### config.mk
export PLATFORM = sky130hd
export DESIGN_NAME = quplsDecodeTop
export DESIGN_NICKNAME = d
export VERILOG_FILES = /design/src/hdl/quplsPkg.sv /design/src/hdl/quplsInstrStreamIf.sv /design/src/hdl/quplsDecodeTop.sv /design/src/hdl/quplsDecodeStage.sv /design/src/hdl/quplsDecodeAluPair.sv /design/src/hdl/quplsInstrQueue.sv /design/src/hdl/quplsFetchSplitter.sv
export SDC_FILE = /design/constraint.sdc
export NUM_CORES = 1
export LEC_CHECK = 0
export BUFFER_PORTS_ARGS = -buffer_cell sky130_fd_sc_hd__buf_2
export CELL_PAD_IN_SITES_DETAIL_PLACEMENT = 1
export CELL_PAD_IN_SITES_GLOBAL_PLACEMENT = 1
export CORE_ASPECT_RATIO = 0.7
export CORE_MARGIN = 3
export CORE_UTILIZATION = 55
export DETAILED_ROUTE_END_ITERATION = 6
export PLACE_DENSITY = 0.89
export SYNTH_ARGS = -nofsm -noshare
export SYNTH_HDL_FRONTEND = slang
export SYNTH_HIERARCHICAL = 1
export SYNTH_SLANG_ARGS = --single-unit
### constraint.sdc
create_clock -name clk -period 11 [get_ports clk]
set_input_delay 0 -clock clk [delete_from_list [all_inputs] [get_ports clk]]
set_output_delay 0 -clock clk [all_outputs]
set_load 0.1 [all_outputs]
### src/hdl/quplsPkg.sv
package quplsPkg;

	// ====================
	// Queue sizing
	// ====================

	// Entries in the instruction queue between the splitter and decode
	localparam int unsigned QUEUE_DEPTH = 8;
	// Pointer width for the queue, log2 of the depth
	localparam int unsigned QUEUE_PTR_W = 3;

	// ====================
	// Instruction format
	// ====================

	// Architectural register number, 64 registers
	typedef logic [5:0] regSpec_t;

	// Major opcodes in the low seven bits of every instruction
	// Only the register forms and the no-op are decoded in this stage
	typedef enum logic [6:0] {
		OP_NOP = 7'h00,
		OP_R3B = 7'h02,
		OP_R3W = 7'h03,
		OP_R3T = 7'h04,
		OP_R3O = 7'h05
	} opcode_t;

	// Function codes in the top seven bits of an r3 instruction
	typedef enum logic [6:0] {
		FN_ADD = 7'h04,
		FN_SUB = 7'h05,
		FN_MUL = 7'h10,
		FN_MULU = 7'h11,
		FN_MULW = 7'h12,
		FN_MULUW = 7'h13
	} func_t;

	// Register format, listed from the high bits down
	// The opcode sits at bits 6:0 and func at bits 31:25
	typedef struct packed {
		func_t func;
		regSpec_t rb;
		regSpec_t ra;
		regSpec_t rt;
		opcode_t opcode;
	} instruction_t;

	// One fetch carries two instructions, slot 0 in the low half
	typedef struct packed {
		instruction_t slot1;
		instruction_t slot0;
	} fetchWord_t;

	// ====================
	// Decode helpers
	// ====================

	// True for the four register forms (byte, wyde, tetra, octa)
	// Both the multiply flag and the ALU-pair flag start from this test
	function automatic logic isR3(opcode_t op);
		case (op)
			OP_R3B, OP_R3W, OP_R3T, OP_R3O:
				isR3 = 1'b1;
			default:
				isR3 = 1'b0;
		endcase
	endfunction

endpackage
### src/hdl/quplsInstrStreamIf.sv
interface quplsInstrStreamIf #(
	parameter type payloadT = quplsPkg::instruction_t
);

	// Producer side, a push is only raised while full is low
	logic push;
	payloadT pushData;
	logic full;

	// Consumer side, popData shows the head entry whenever empty is low
	logic pop;
	payloadT popData;
	logic empty;

	// Fetch splitter writes single instructions
	modport producer (
		output push, pushData,
		input full
	);

	// The FIFO owns the levels and the head entry
	modport queue (
		input push, pushData, pop,
		output full, popData, empty
	);

	// Decode stage drains the FIFO
	modport consumer (
		output pop,
		input popData, empty
	);

endinterface

### src/hdl/quplsDecodeTop.sv
module quplsDecodeTop (
	input logic clk,
	input logic rstN,
	input logic fetchValid,
	input quplsPkg::fetchWord_t fetchWord,
	input logic [1:0] slotMask,
	input logic decodeStall,
	output logic fetchStall,
	output logic decodeValid,
	output quplsPkg::instruction_t decodeInstr,
	output quplsPkg::regSpec_t decodeRt,
	output quplsPkg::regSpec_t decodeRa,
	output quplsPkg::regSpec_t decodeRb,
	output logic decodeMul,
	output logic decodeAluPair
);

	// ====================
	// Instruction stream
	// ====================

	// Push side from the splitter, pop side into decode
	quplsInstrStreamIf #(
		.payloadT(quplsPkg::instruction_t)
	) instrStream ();

	// Splits each two-slot fetch into single pushes
	quplsFetchSplitter fetchSplitter (
		.clk(clk),
		.rstN(rstN),
		.fetchValid(fetchValid),
		.fetchWord(fetchWord),
		.slotMask(slotMask),
		.fetchStall(fetchStall),
		.stream(instrStream.producer)
	);

	// Buffers instructions between fetch and decode
	quplsInstrQueue #(
		.payloadT(quplsPkg::instruction_t)
	) instrQueue (
		.clk(clk),
		.rstN(rstN),
		.stream(instrStream.queue)
	);

	// ====================
	// Decode
	// ====================

	quplsDecodeStage decodeStage (
		.clk(clk),
		.rstN(rstN),
		.stream(instrStream.consumer),
		.decodeStall(decodeStall),
		.decodeValid(decodeValid),
		.decodeInstr(decodeInstr),
		.decodeRt(decodeRt),
		.decodeRa(decodeRa),
		.decodeRb(decodeRb),
		.decodeMul(decodeMul),
		.decodeAluPair(decodeAluPair)
	);

endmodule

### src/hdl/quplsDecodeStage.sv
module quplsDecodeStage (
	input logic clk,
	input logic rstN,
	quplsInstrStreamIf.consumer stream,
	input logic decodeStall,
	output logic decodeValid,
	output quplsPkg::instruction_t decodeInstr,
	output quplsPkg::regSpec_t decodeRt,
	output quplsPkg::regSpec_t decodeRa,
	output quplsPkg::regSpec_t decodeRb,
	output logic decodeMul,
	output logic decodeAluPair
);

	// Head of the queue, decoded in the cycle it is popped
	quplsPkg::instruction_t headInstr;
	// Combinational class flags for the head entry
	logic isMul;
	logic isAluPair;

	assign headInstr = stream.popData;

	// ====================
	// Pop control
	// ====================

	// Drain one entry every cycle that has data and no stall
	assign stream.pop = ~stream.empty & ~decodeStall;

	// ====================
	// Class decode
	// ====================

	quplsDecodeAluPair aluPairDec (
		.instr(headInstr),
		.aluPair(isAluPair)
	);

	// Any multiply function under a register form, narrow or wide
	always_comb
	begin
		case (headInstr.func)
			quplsPkg::FN_MUL,
			quplsPkg::FN_MULU,
			quplsPkg::FN_MULW,
			quplsPkg::FN_MULUW:
				isMul = quplsPkg::isR3(headInstr.opcode);
			default:
				isMul = 1'b0;
		endcase
	end

	// ====================
	// Output registers
	// ====================

	// Valid and flags drop on any cycle without a pop, so a flag is only
	// ever seen together with decodeValid
	always_ff @(posedge clk or negedge rstN)
	begin
		if (!rstN)
		begin
			decodeValid <= 1'b0;
			decodeMul <= 1'b0;
			decodeAluPair <= 1'b0;
		end
		else
		begin
			decodeValid <= stream.pop;
			decodeMul <= stream.pop & isMul;
			decodeAluPair <= stream.pop & isAluPair;
		end
	end

	// Instruction and register fields hold their last value between pops
	always_ff @(posedge clk)
	begin
		if (stream.pop)
		begin
			decodeInstr <= headInstr;
			decodeRt <= headInstr.rt;
			decodeRa <= headInstr.ra;
			decodeRb <= headInstr.rb;
		end
	end

endmodule

### src/hdl/quplsDecodeAluPair.sv
module quplsDecodeAluPair (
	input quplsPkg::instruction_t instr,
	output logic aluPair
);

	// A wide multiply produces a double width result and occupies both ALUs
	// Only the register forms can carry it, any other opcode reads as plain
	function automatic logic fnIsAluPair(quplsPkg::instruction_t ir);
		logic wideMul;
		case (ir.func)
			quplsPkg::FN_MULW,
			quplsPkg::FN_MULUW:
				wideMul = 1'b1;
			default:
				wideMul = 1'b0;
		endcase
		// Func bits mean something else outside the r3 forms
		fnIsAluPair = quplsPkg::isR3(ir.opcode) & wideMul;
	endfunction

	assign aluPair = fnIsAluPair(instr);

endmodule

### src/hdl/quplsInstrQueue.sv
module quplsInstrQueue #(
	parameter type payloadT = quplsPkg::instruction_t
) (
	input logic clk,
	input logic rstN,
	quplsInstrStreamIf.queue stream
);

	// Entry storage, never cleared
	payloadT mem [quplsPkg::QUEUE_DEPTH];

	logic [quplsPkg::QUEUE_PTR_W-1:0] wrPtr;
	logic [quplsPkg::QUEUE_PTR_W-1:0] rdPtr;
	// One bit wider than the pointers so a full queue can be told apart
	logic [quplsPkg::QUEUE_PTR_W:0] count;

	// Qualified strobes, a request against the wrong level is dropped
	logic pushOk;
	logic popOk;

	// ====================
	// Levels
	// ====================

	assign stream.full = (count == (quplsPkg::QUEUE_PTR_W + 1)'(quplsPkg::QUEUE_DEPTH));
	assign stream.empty = (count == '0);

	assign pushOk = stream.push & ~stream.full;
	assign popOk = stream.pop & ~stream.empty;

	// The head entry is shown in the same cycle it is popped
	assign stream.popData = mem[rdPtr];

	// ====================
	// Pointers and count
	// ====================

	// The depth is a power of two, so the pointers wrap by overflow
	always_ff @(posedge clk or negedge rstN)
	begin
		if (!rstN)
		begin
			wrPtr <= '0;
			rdPtr <= '0;
			count <= '0;
		end
		else
		begin
			if (pushOk)
				wrPtr <= wrPtr + 1'b1;
			if (popOk)
				rdPtr <= rdPtr + 1'b1;
			// Simultaneous push and pop leave the count alone
			case ({pushOk, popOk})
				2'b10: count <= count + 1'b1;
				2'b01: count <= count - 1'b1;
				default: count <= count;
			endcase
		end
	end

	// Write port, the new entry is readable from the next cycle
	always_ff @(posedge clk)
	begin
		if (pushOk)
			mem[wrPtr] <= stream.pushData;
	end

endmodule

### src/hdl/quplsFetchSplitter.sv
module quplsFetchSplitter (
	input logic clk,
	input logic rstN,
	input logic fetchValid,
	input quplsPkg::fetchWord_t fetchWord,
	input logic [1:0] slotMask,
	output logic fetchStall,
	quplsInstrStreamIf.producer stream
);

	// Set while slot 1 of an accepted word still waits for a push
	logic pending;
	// Copy of slot 1 taken at the accept edge
	quplsPkg::instruction_t holdSlot;
	// A fetch word is taken on this cycle's edge
	logic accept;
	// Both slots valid, so slot 1 has to wait one push
	logic bothSlots;

	// ====================
	// Fetch acceptance
	// ====================

	// Hold off fetch while the held slot is outstanding or the queue is full
	assign fetchStall = pending | stream.full;
	assign accept = fetchValid & ~fetchStall;
	assign bothSlots = slotMask[0] & slotMask[1];

	// ====================
	// Push generation
	// ====================

	// The held slot has priority. While it is pending no new word is accepted,
	// so the two push sources never compete
	always_comb
	begin
		if (pending)
		begin
			stream.push = ~stream.full;
			stream.pushData = holdSlot;
		end
		else
		begin
			// A mask of zero is accepted and pushes nothing
			stream.push = accept & (|slotMask);
			// Slot 0 goes first when valid, otherwise a lone slot 1 goes now
			stream.pushData = slotMask[0] ? fetchWord.slot0 : fetchWord.slot1;
		end
	end

	// Pending bit, cleared once the held slot finds room in the queue
	always_ff @(posedge clk or negedge rstN)
	begin
		if (!rstN)
			pending <= 1'b0;
		else if (pending && !stream.full)
			pending <= 1'b0;
		else if (accept && bothSlots)
			pending <= 1'b1;
	end

	// Holding register is payload only
	always_ff @(posedge clk)
	begin
		if (accept && bothSlots)
			holdSlot <= fetchWord.slot1;
	end

endmodule

# == Yosys cells after proc, flatten, opt, wreduce, memory -nomap -nowiden ==
# Memories as Yosys holds them, arrays and structs flattened.
# Cells that the tools add are included.
# totals
regBits,78
ram_bits,256
out_inout_bits,54
wordCells,68
n_memories,1
# memory_table
name,depth,word_bits,read_ports,rd_clocked_by_memory_dff,write_ports,line,source
instrQueue.mem,8,32,1,0,1,quplsInstrQueue.sv:10,payloadT mem [quplsPkg::QUEUE_DEPTH];
# op_classes
addsub,4
eq_ne,11
muxes,11
n_bitwise,14
n_reduce_logical,10
# op_table
op,count
32-bit 2-to-1 mux,2
"7-bit by 5-bit == test with 1-bit output, second input constant",4
"7-bit by 2-bit == test with 1-bit output, second input constant",2
"7-bit by 3-bit == test with 1-bit output, second input constant",2
1-bit AND,9
1-bit 2-to-1 mux,8
4-bit case mux with 2 select lines,1
4-bit OR reduction,2
"3-bit by 1-bit adder with 3-bit output, second input constant",2
"4-bit by 1-bit adder with 4-bit output, second input constant",1
"4-bit == test, second input constant",1
4-bit logical NOT,1
1-bit inverter,4
2-bit nonzero test,2
2-bit OR reduction,2
"4-bit by 1-bit subtractor with 4-bit output, second input constant",1
"2-bit by 1-bit == test with 1-bit output, second input constant",1
"2-bit == test, second input constant",1
1-bit logical AND,2
1-bit logical NOT,1
1-bit bitwise OR,1

# == Longest topological paths before layout ==
# Gate-level depths: netlist of run 1.
# logic_depth
word_depth,9
mapped_depth,10

# == Modules after synthesis ==
# Netlist of run 1, hierarchy kept.
# by_module_without_submodules
module,n_inst,cells_per_inst,area_each_um2
quplsInstrQueue,1,437,10296.1
quplsFetchSplitter,1,148,1737.9
quplsDecodeStage,1,60,1218.7
quplsDecodeAluPair,1,5,51.3

# == Worst setup path before layout of run 1 ==
# OpenSTA, ideal clock, no wires.
# synth_path
path_type,reg-to-reg
from,register instrQueue/count[0] in the netlist's numbering
to,register instrQueue/count[3] in the netlist's numbering
arrival_ns,3.787
path_slack_ns,7.080
stages_incl_launch_ff,10
path_buffers,0
period_less_slack_ns,3.920
path_cell_list,dfrtp_1 > nor4_1 > nor2_1 > o41ai_2 > inv_2 > ha_1 > ha_1 > or4b_1 > o311ai_0 > o211ai_1
# synth_lines
item,line,source
start: declaration,quplsInstrQueue.sv:15,logic [quplsPkg::QUEUE_PTR_W:0] count;
start signal: assignment,quplsInstrQueue.sv:55,2'b10: count <= count + 1'b1;
start signal: assignment,quplsInstrQueue.sv:56,2'b01: count <= count - 1'b1;
start signal: assignment,quplsInstrQueue.sv:57,default: count <= count;
4-bit logical NOT *,quplsInstrQueue.sv:26,assign stream.empty = (count == '0);
net instrStream.empty,quplsInstrStreamIf.sv:13,logic empty;
1-bit inverter *,quplsDecodeStage.sv:28,assign stream.pop = ~stream.empty & ~decodeStall;
1-bit AND *,quplsDecodeStage.sv:28,
net instrStream.pop,quplsInstrStreamIf.sv:11,logic pop;
1-bit AND *,quplsInstrQueue.sv:29,assign popOk = stream.pop & ~stream.empty;
net instrQueue.popOk,quplsInstrQueue.sv:19,logic popOk;
2-bit by 1-bit == test with 1-bit output or 2-bit == test (tied branches),quplsInstrQueue.sv:54,"case ({pushOk, popOk})"
4-bit case mux with 2 select lines or 2-bit nonzero test (tied branches),n/a,
# Mark *: on every way through the listed nets, which the timed path passes. The rest lies on a longest branch.
# A chain may end at the register's enable or synchronous reset.

==> results of run 1 <==
## state kept, by name, summed over array words and instances, names as in the netlist
signal and cells:
decodeStage/decodeRt 6, instrQueue/count 4, decodeStage/decodeAluPair 1, instrQueue/wrPtr 3, decodeStage/decodeInstr 14, decodeStage/decodeMul 1
instrQueue/mem 256, instrQueue/rdPtr 3, fetchSplitter/holdSlot 32, decodeStage/decodeRb 6, decodeStage/decodeRa 6, fetchSplitter/pending 1
decodeStage/decodeValid 1
## timing repair
item | 4_1_cts | 5_1_grt
setup endpoints to repair | 0 | 0
hold endpoints to repair | 51 | 0
hold buffers | 37 | 0
## metal layers
layer	global-route usage (%)	wire [µm]
met5	0	13
met4	7.495	1009
met3	4.871	2432
met2	47.51	17840
met1	36.31	13520
## cells by family after synthesis
| logic type | after synthesis |
|---|---|
| and+or+nand+nor | 73 |
| xor gates and xnor gates | 8 |
| DFF | 334 |
| muxes | 131 |
| buffers and inverters | 56 |
| AOI/OAI and AO/OA | 42 |
| adders and majority gates | 6 |
## worst min-delay path, cell delays in order
cell and delay (ps):
buf_2 100, mux2i_1 130, o21ai_1 180
## metrics by stage
stage / hold WS [ps] / util [%] / cells / setup WS (ps)
2_1_floorplan: -295.6 / - / 650 / 7080
3_3_place_gp: -77.67 / 60.69 / 1045 / 7884
3_5_place_dp: -80.10 / 60.69 / 1045 / 7772
4_1_cts: 28.06 / 66.44 / 1139 / 7636
5_1_grt: 61.17 / 66.45 / 1140 / 7467
6_report: 54.88 / 66.45 / 1140 / 7678
## cell usage after synthesis
cell and count:
nand3b_1 1, nand3_1 4, inv_1 7, nor4b_2 2, mux2_1 1, a2111o_1 1, o211ai_1 1, clkbuf_1 8
buf_6 6, o21ai_0 7, xnor2_1 5, buf_4 19, buf_2 6, mux4_1 9, ha_1 5, buf_12 3
buf_8 1, xor2_1 3, nor4_1 3, a41o_1 1, o21ai_1 27, dfrtp_1 14, mux2i_1 33, and2_1 2
mux2_2 33, mux4_2 55, nand2b_1 2, nand2_2 1, nor2_1 9, or4b_1 2, nand2_1 38, buf_1 5
edfxtp_1 320, fa_1 1, o41ai_2 1, a21oi_1 3, nor3b_1 4, nor3_1 2, inv_2 1, and4_1 3
o311ai_0 1
## path summary, 6_finish.rpt
check                           cells past startpoint                         to  slack (ps)                start
worst max-delay path                                6  decodeStage/decodeAluPair        7680  instrQueue/rdPtr[0]
worst min-delay path                                3      instrQueue/mem[7][22]          50        fetchWord[22]
max in group asynchronous                           3        instrQueue/rdPtr[0]        9970                 rstN
worst min register to register                      1        instrQueue/wrPtr[0]         600  instrQueue/wrPtr[0]
min in group asynchronous                           3        instrQueue/count[1]         540                 rstN
worst max register to register                      6  decodeStage/decodeAluPair        7680  instrQueue/rdPtr[0]
## power groups by stage
stage               Clock [mW]  Combinational, mW  Sequential (mW)
finish                    1.04               1.75             1.85
global route              1.11               1.82             1.87
CTS                       1.05               1.75             1.85
detailed placement           0               1.71             1.87
global placement             0               1.64             1.83
floorplan                    0               1.01             2.23
## area by class of cell
cell class	instances	share of cell area [%]
repair buffers	168	6.787
diodes	1	0.01624
clock inverters	18	1.015
multi-input cells	260	19.56
inverters	8	0.1948
flip-flops and latches	334	64.67
well taps	312	2.533
clock buffers	39	5.228
==> impl_results.md, run 1 <==
* Outcome: complete, no violations
* WL/cell at 30.55 µm
* Synth Area per Inst at 20.47 µm²
* Syn. warnings at 6
* Initial antenna violation count at 2
* Clock share of power at 22.4%
* Seq/Total Area, Yosys at 74.86%
* Die Footprint at 26120 µm²
* CTS root buffer: clkbuf_16
* HPWL Detailed at 18730 µm
* Switch Pwr at 1.896 mW
* Input/output buffers at 123
* RSZ-0062 raised after global routing: no
* GRT Util Overall at 27.41%
* Max-slew violations at 0
* Worst min path class: in -> reg
* Sw frac at 40.75%
* Setup violations, final at 0
* Die width at 191.9 µm
* Layout cells sized above 1 at 34.46%
* XOR/XNOR share of the synthesized area at 0.5267%
* Largest family of logic cells by synthesized area: multiplexers
* F_max at 0.3010 GHz
* Clk Latency, worst-skew pair at 560 ps
* Synth Register Bits at 334
* Layout area overhead at 15.85%
* Max Buffers Root-to-Sink at 3
* CP startpoint kind: flip-flop
* Fin. Hold Viols at 0
* Maximum vdd drop at 0.2791 mV
* Drt total wl at 34820 µm
* Crit-path cells: buf_4 -> mux4_1 -> mux2_2 -> nor4b_2 -> and4_1 -> and2_1
* DRT Pass-1 Iters at 5
* Critical path capture point type: flip-flop
* Post-CTS setup buffers at 0
* Initial Util at 57.36%
* # DRC at 0
* Delay-heaviest family, CP: multiplexers
* Critical Path Max Stage Delay at 800 ps
* Final setup TNS at 0 ps
* Final Power at 4.653 mW
* Final Cell Area at 15410 µm²
* Comb pwr share at 37.7%
* Post-route antenna net violation count at 0
* Slowest cell on the critical path: buf_4
* # rows at 46
* Vias in the first global route at 7777
* First-pass GRT wire length at 51490 µm
* Post-synth cell types at 41
* Commonest non-fill, non-tap cells in the layout: edfxtp_1, buf_2, mux4_2
* Core Box Area at 23190 µm²
* # nets final at 879
* Lkg Pwr at 5.299 nW
* Largest net degree at the start of global routing at 67
* CTS tree: yes
* Syn Nets at 726
* Final period util at 30.20%
* Post-synthesis adder-cell area fraction at 0.6207%
* Fillers at 1917
* Chip Height at 136.1 µm
* Worst EP required at 11490 ps
* Pwr/cell area at 301.9 nW/µm²
* DP Area at 14080 µm²
* Top post-synthesis cells by area: edfxtp_1, mux4_2, mux2_2
* Post-Synthesis Cells at 650
* CTS Sinks at 334
* DRT iter0 DRCs at 912
* Via count at 7158
* WP data arrival at 3810 ps
* Slew @ Worst Pin at 1271 ps
* Total grt overflow at 0
* Relative slew slack at 15.06%
* GP Congestion at 0.7304
* Most common cell after layout, fill and taps aside: edfxtp_1
* Mux share of post-synthesis cell area at 16.45%
* Crit Path Category: reg -> reg
* Synth Cell Area at 13300 µm²
* CP max FO at 47
* Clock slew seen by the registers of the worst setup and hold paths at 70 ps
* Max_cap viols at 0
* Share of the synthesized area in the top cell type at 72.23%
* Simple-gate share of the synthesized area at 2.784%
* Complex-gate fraction of the synthesized area at 1.796%
* Crit path time final at 3322 ps
* Area of the multi-input gates at 3014 µm²
* Htree depth at 1
* Reg area at 9967 µm²
* Post-cts resize count at 0
* Reg power frac at 39.9%
* Num CTS Buffers at 31
* Vias/cell at 6.279
* Io pins at 124
* Biggest area consumer among synthesized cells: edfxtp_1
* Buf/Inv on CP at 1
* Internal power at 2.757 mW
* Clock Skews at 12.78 ps
Power figures use the tool's default switching activity.
==> inputs of run 2 (changes only) <==
--- a/config.mk
+++ b/config.mk
@@ -5,14 +5,15 @@
 export SDC_FILE = /design/constraint.sdc
 export NUM_CORES = 1
 export LEC_CHECK = 0
+export ABC_AREA = 1
 export BUFFER_PORTS_ARGS = -buffer_cell sky130_fd_sc_hd__buf_2
 export CELL_PAD_IN_SITES_DETAIL_PLACEMENT = 1
 export CELL_PAD_IN_SITES_GLOBAL_PLACEMENT = 1
 export CORE_ASPECT_RATIO = 0.7
 export CORE_MARGIN = 3
-export CORE_UTILIZATION = 55
+export CORE_UTILIZATION = 42
 export DETAILED_ROUTE_END_ITERATION = 6
-export PLACE_DENSITY = 0.89
+export PLACE_DENSITY = 0.81
 export SYNTH_ARGS = -nofsm -noshare
 export SYNTH_HDL_FRONTEND = slang
 export SYNTH_HIERARCHICAL = 1
==> constraint.sdc (replaced) <==
create_clock -name clk -period 2.7 [get_ports clk]
set_input_delay 0 -clock clk [delete_from_list [all_inputs] [get_ports clk]]
set_output_delay 0 -clock clk [all_outputs]
set_load 0.1 [all_outputs]
==> run 2 against run 1 <==
Net effect: power grew to 4.5 times the previous value; register-to-register slack got worse by 7500 ps; utilization is 16 points lower; hold slack gained 14 ps; via count is 51% higher; critical path type unchanged; critical endpoint is now instrQueue/count[3]; highest routed layer is now met4.
==> impl_results.md, run 2 <==
* Outcome: complete, no violations
* Final worst setup slack at 207.8 ps (-7470 ps)
* Commonest non-fill, non-tap cells in the layout: nand2_1, edfxtp_1, nor2_1
* Die Footprint at 38160 µm² (+46%)
* Lkg Pwr at 7.933 nW (+50%)
* CTS root buffer: clkbuf_16
* Switch Pwr at 9.634 mW (+410%)
* DP Area at 16110 µm² (+14%)
* Synth Area per Inst at 9.582 µm² (-53%)
* Antenna diode count at 0 (-1)
* R2R setup slack at 210 ps (-7470 ps)
* Sw frac at 45.57% (+4.8 points)
* Relative slew slack at 46.94% (+32 points)
* First-pass GRT wire length at 63880 µm (+24%)
* Largest net degree at the start of global routing at 69 (+3.0%)
* Htree depth at 2 (+1)
* Critical path capture point type: flip-flop
* Hold path endpoint: instrQueue/wrPtr[1]
* Max_cap viols at 0 (unchanged)
* Clk Latency, worst-skew pair at 530 ps (-30 ps)
* Hold Startpoint: slotMask[1]
* Pre-CTS setup slack at 200.3 ps (-7571 ps)
* Final period util at 92.30% (+62 points)
* Maximum vdd drop at 0.6604 mV (+140%)
* Clock slew seen by the registers of the worst setup and hold paths at 60 ps (about the same)
* Clock Skews at 28.29 ps (+15.51 ps)
* Final Power at 21.14 mW (+350%)
* Comb pwr share at 43.6% (+5.9 points)
* Worst hold path stage count at 7 (+4)
* Syn. warnings at 6 (unchanged)
* Post-synth top flop: edfxtp_1
* Worst min path class: in -> reg
* Final core occ at 50.14% (-16 points)
* Initial Util at 42.96% (-14 points)
* Slew @ Worst Pin at 793.3 ps (-477.8 ps)
* Largest Register: instrQueue/mem
* Initial antenna violation count at 0 (-2)
* HPWL Detailed at 26130 µm (+40%)
* Max reg flops at 256 (unchanged)
* Synth Register Bits at 334 (unchanged)
* Crit Path Category: reg -> reg
* Grt met2 use at 36.56% (-11 points)
* Die width at 232.2 µm (+21%)
* Vias/cell at 4.886 (-22%)
* # rows at 57 (+24%)
* GP Congestion at 0.7790 (+6.7%)
* Worst-case reg-to-reg path depth at 14 (+8)
* Final Cell Area at 17560 µm² (+14%)
* Grt peak-use layer: met2
* DRT iter0 DRCs at 684 (-25%)
* Syn Nets at 1646 (+130%)
* Chip Height at 164.3 µm (+21%)
* Setup violations, final at 0 (unchanged)
* CP startpoint: instrQueue/count[1]
* Most common cell in the netlist: nand2_1
* Max Buffers Root-to-Sink at 3 (unchanged)
* Num CTS Buffers at 34 (+9.7%)
* Max-slew violations at 0 (unchanged)
* Reg power frac at 34.4% (-5.5 points)
* Total grt overflow at 0 (unchanged)
* Vias in the first global route at 11651 (+50%)
* Layout area overhead at 16.72%
* Via count at 10813 (+51%)
* Drt total wl at 41210 µm (+18%)
* Met1 GRT Util at 29.86% (-6.4 points)
* Post-synth EDFFs at 320 (unchanged)
* Layout cells sized above 1 at 12.92% (-22 points)
* Area of the multi-input gates at 3741 µm² (+24%)
* # DRC at 0 (unchanged)
* Fillers at 3931 (+110%)
* Io pins at 124 (unchanged)
* Core Box Area at 35020 µm² (+51%)
* Crit path time final at 2492 ps (-829.7 ps)
* WP data arrival at 2900 ps (-910 ps)
* Worst EP required at 3110 ps (-8380 ps)
* Reg-to-reg startpoint: instrQueue/count[1]
* Post-synth cell types at 24 (-41%)
* Share of the synthesized area in the top cell type at 63.88% (-8.4 points)
* Largest regs: instrQueue/mem: 256 flops, fetchSplitter/holdSlot: 32 flops, decodeStage/decodeInstr: 14 flops
* Post-Synthesis Cells at 1570 (+140%)
* Clock share of power at 22.0% (-0.4 points)
* Most common cell after layout, fill and taps aside: nand2_1
* Fin. Hold Viols at 0 (unchanged)
* # nets final at 1793 (+100%)
* Met3 GRT Util at 3.936% (-0.94 points)
* Pwr/cell area at 1204 nW/µm² (+300%)
* CP startpoint kind: flip-flop
* Post-synthesis async set-or-reset flop share at 4.192% (unchanged)
* Post-synth top cells: nand2_1, edfxtp_1, nor2_1
* Synth Cell Area at 15040 µm² (+13%)
* Hold WS at 69.27 ps (+14.39 ps)
* Post-route antenna net violation count at 0 (unchanged)
* WL/cell at 18.62 µm (-39%)
* Reg area at 9965 µm² (about the same)
* Reg-to-reg endpoint: instrQueue/count[3]
* CTS Sinks at 334 (unchanged)
* Seq/Total Area, Yosys at 66.21% (-8.7 points)
* CTS tree: yes
* F_max at 0.4013 GHz (+33%)
* RSZ-0062 raised after global routing: no
* Top post-synthesis cells by area: edfxtp_1, nand2_1, nor2_1
* CP max FO at 4 (-91%)
* GRT Util Overall at 21.88% (-5.5 points)
* Biggest area consumer among synthesized cells: edfxtp_1
* Input/output buffers at 123 (unchanged)
* Internal power at 11.51 mW (+320%)
* DRT Pass-1 Iters at 5 (unchanged)
[run 2: changes by cell type after synthesis, moves of 27 or more]
cell and change:
inv_1 +219, nand2_1 +547, o21ai_1 -27, mux2_2 -33, mux2i_1 -33, mux4_2 -55, nand3_1 +35, nor2_1 +261
[run 2: cell families (layout without fill, tap and decap cells)]
group,after synthesis,after routing,synth area share (%)
compound gates,4,4,0.1331
xor+xnor,6,6,0.3493
fa+ha+maj,6,6,0.5490
simple gates,909,909,23.19
flops,334,334,66.21
buf+inv,311,482,9.573
[run 2: worst max-delay path by stage]
stage,cells after the start,end,slack [ps]
floorplan,9,instrQueue/mem[0][0],-150
global placement,15,instrQueue/count[3],330
detailed placement,15,instrQueue/count[3],200
CTS,15,instrQueue/count[3],180
global route,14,instrQueue/count[3],6
finish,14,instrQueue/count[3],210
[run 2: power by group through the flow]
stage | combinational [mW] | sequential (mW) | clock (mW)
3_5_place_dp | 9.13 | 7.40 | 0
2_1_floorplan | 5.36 | 9.11 | 0
6_report | 9.21 | 7.28 | 4.65
3_3_place_gp | 8.75 | 7.33 | 0
4_1_cts | 9.27 | 7.29 | 4.74
5_1_grt | 10.0 | 7.36 | 4.96
[run 2: cell type report]
type,count,area share (%)
Inverter,229,4.945
Clock buffer,45,5.259
Timing Repair Buffer,193,7.525
Multi-Input combinational cell,925,21.31
Tap cell,472,3.363
Clock inverter,15,0.8480
Sequential cell,334,56.75
[run 2: critical path, stage by stage (launching register included)]
cell and delay, ps:
dfrtp_1 390, nor2_1 90, nand3_1 130, inv_1 100, nor2_1 210, nand3_1 150
nand2_1 110, nand2_1 80, ha_1 260, ha_1 320, or2_2 310, nand2_1 70
nand2_1 50, nand3_1 60, nand2_1 50
[run 2: what timing repair did]
item / 4_1_cts / 5_1_grt
endpoints found under the setup margin: 0 / 1
gates resized for setup: 0 / 1
setup buffers: 0 / 0
hold endpoints to repair: 50 / 0
hold buffers: 37 / 0
[run 2: per-layer routing]
metal  wire (µm)  part of all wire (%)
met1       18600                    45
met2       19510                    47
met3        2292                   5.6
met4         814                   2.0
met5           0                     0
[run 2: metrics by stage]
step / std cells / setup TNS (ps)
3_3_place_gp: 2116 / 0
6_report: 2213 / 0
2_1_floorplan: 1570 / -37350
3_5_place_dp: 2116 / 0
5_1_grt: 2213 / 0
4_1_cts: 2213 / 0
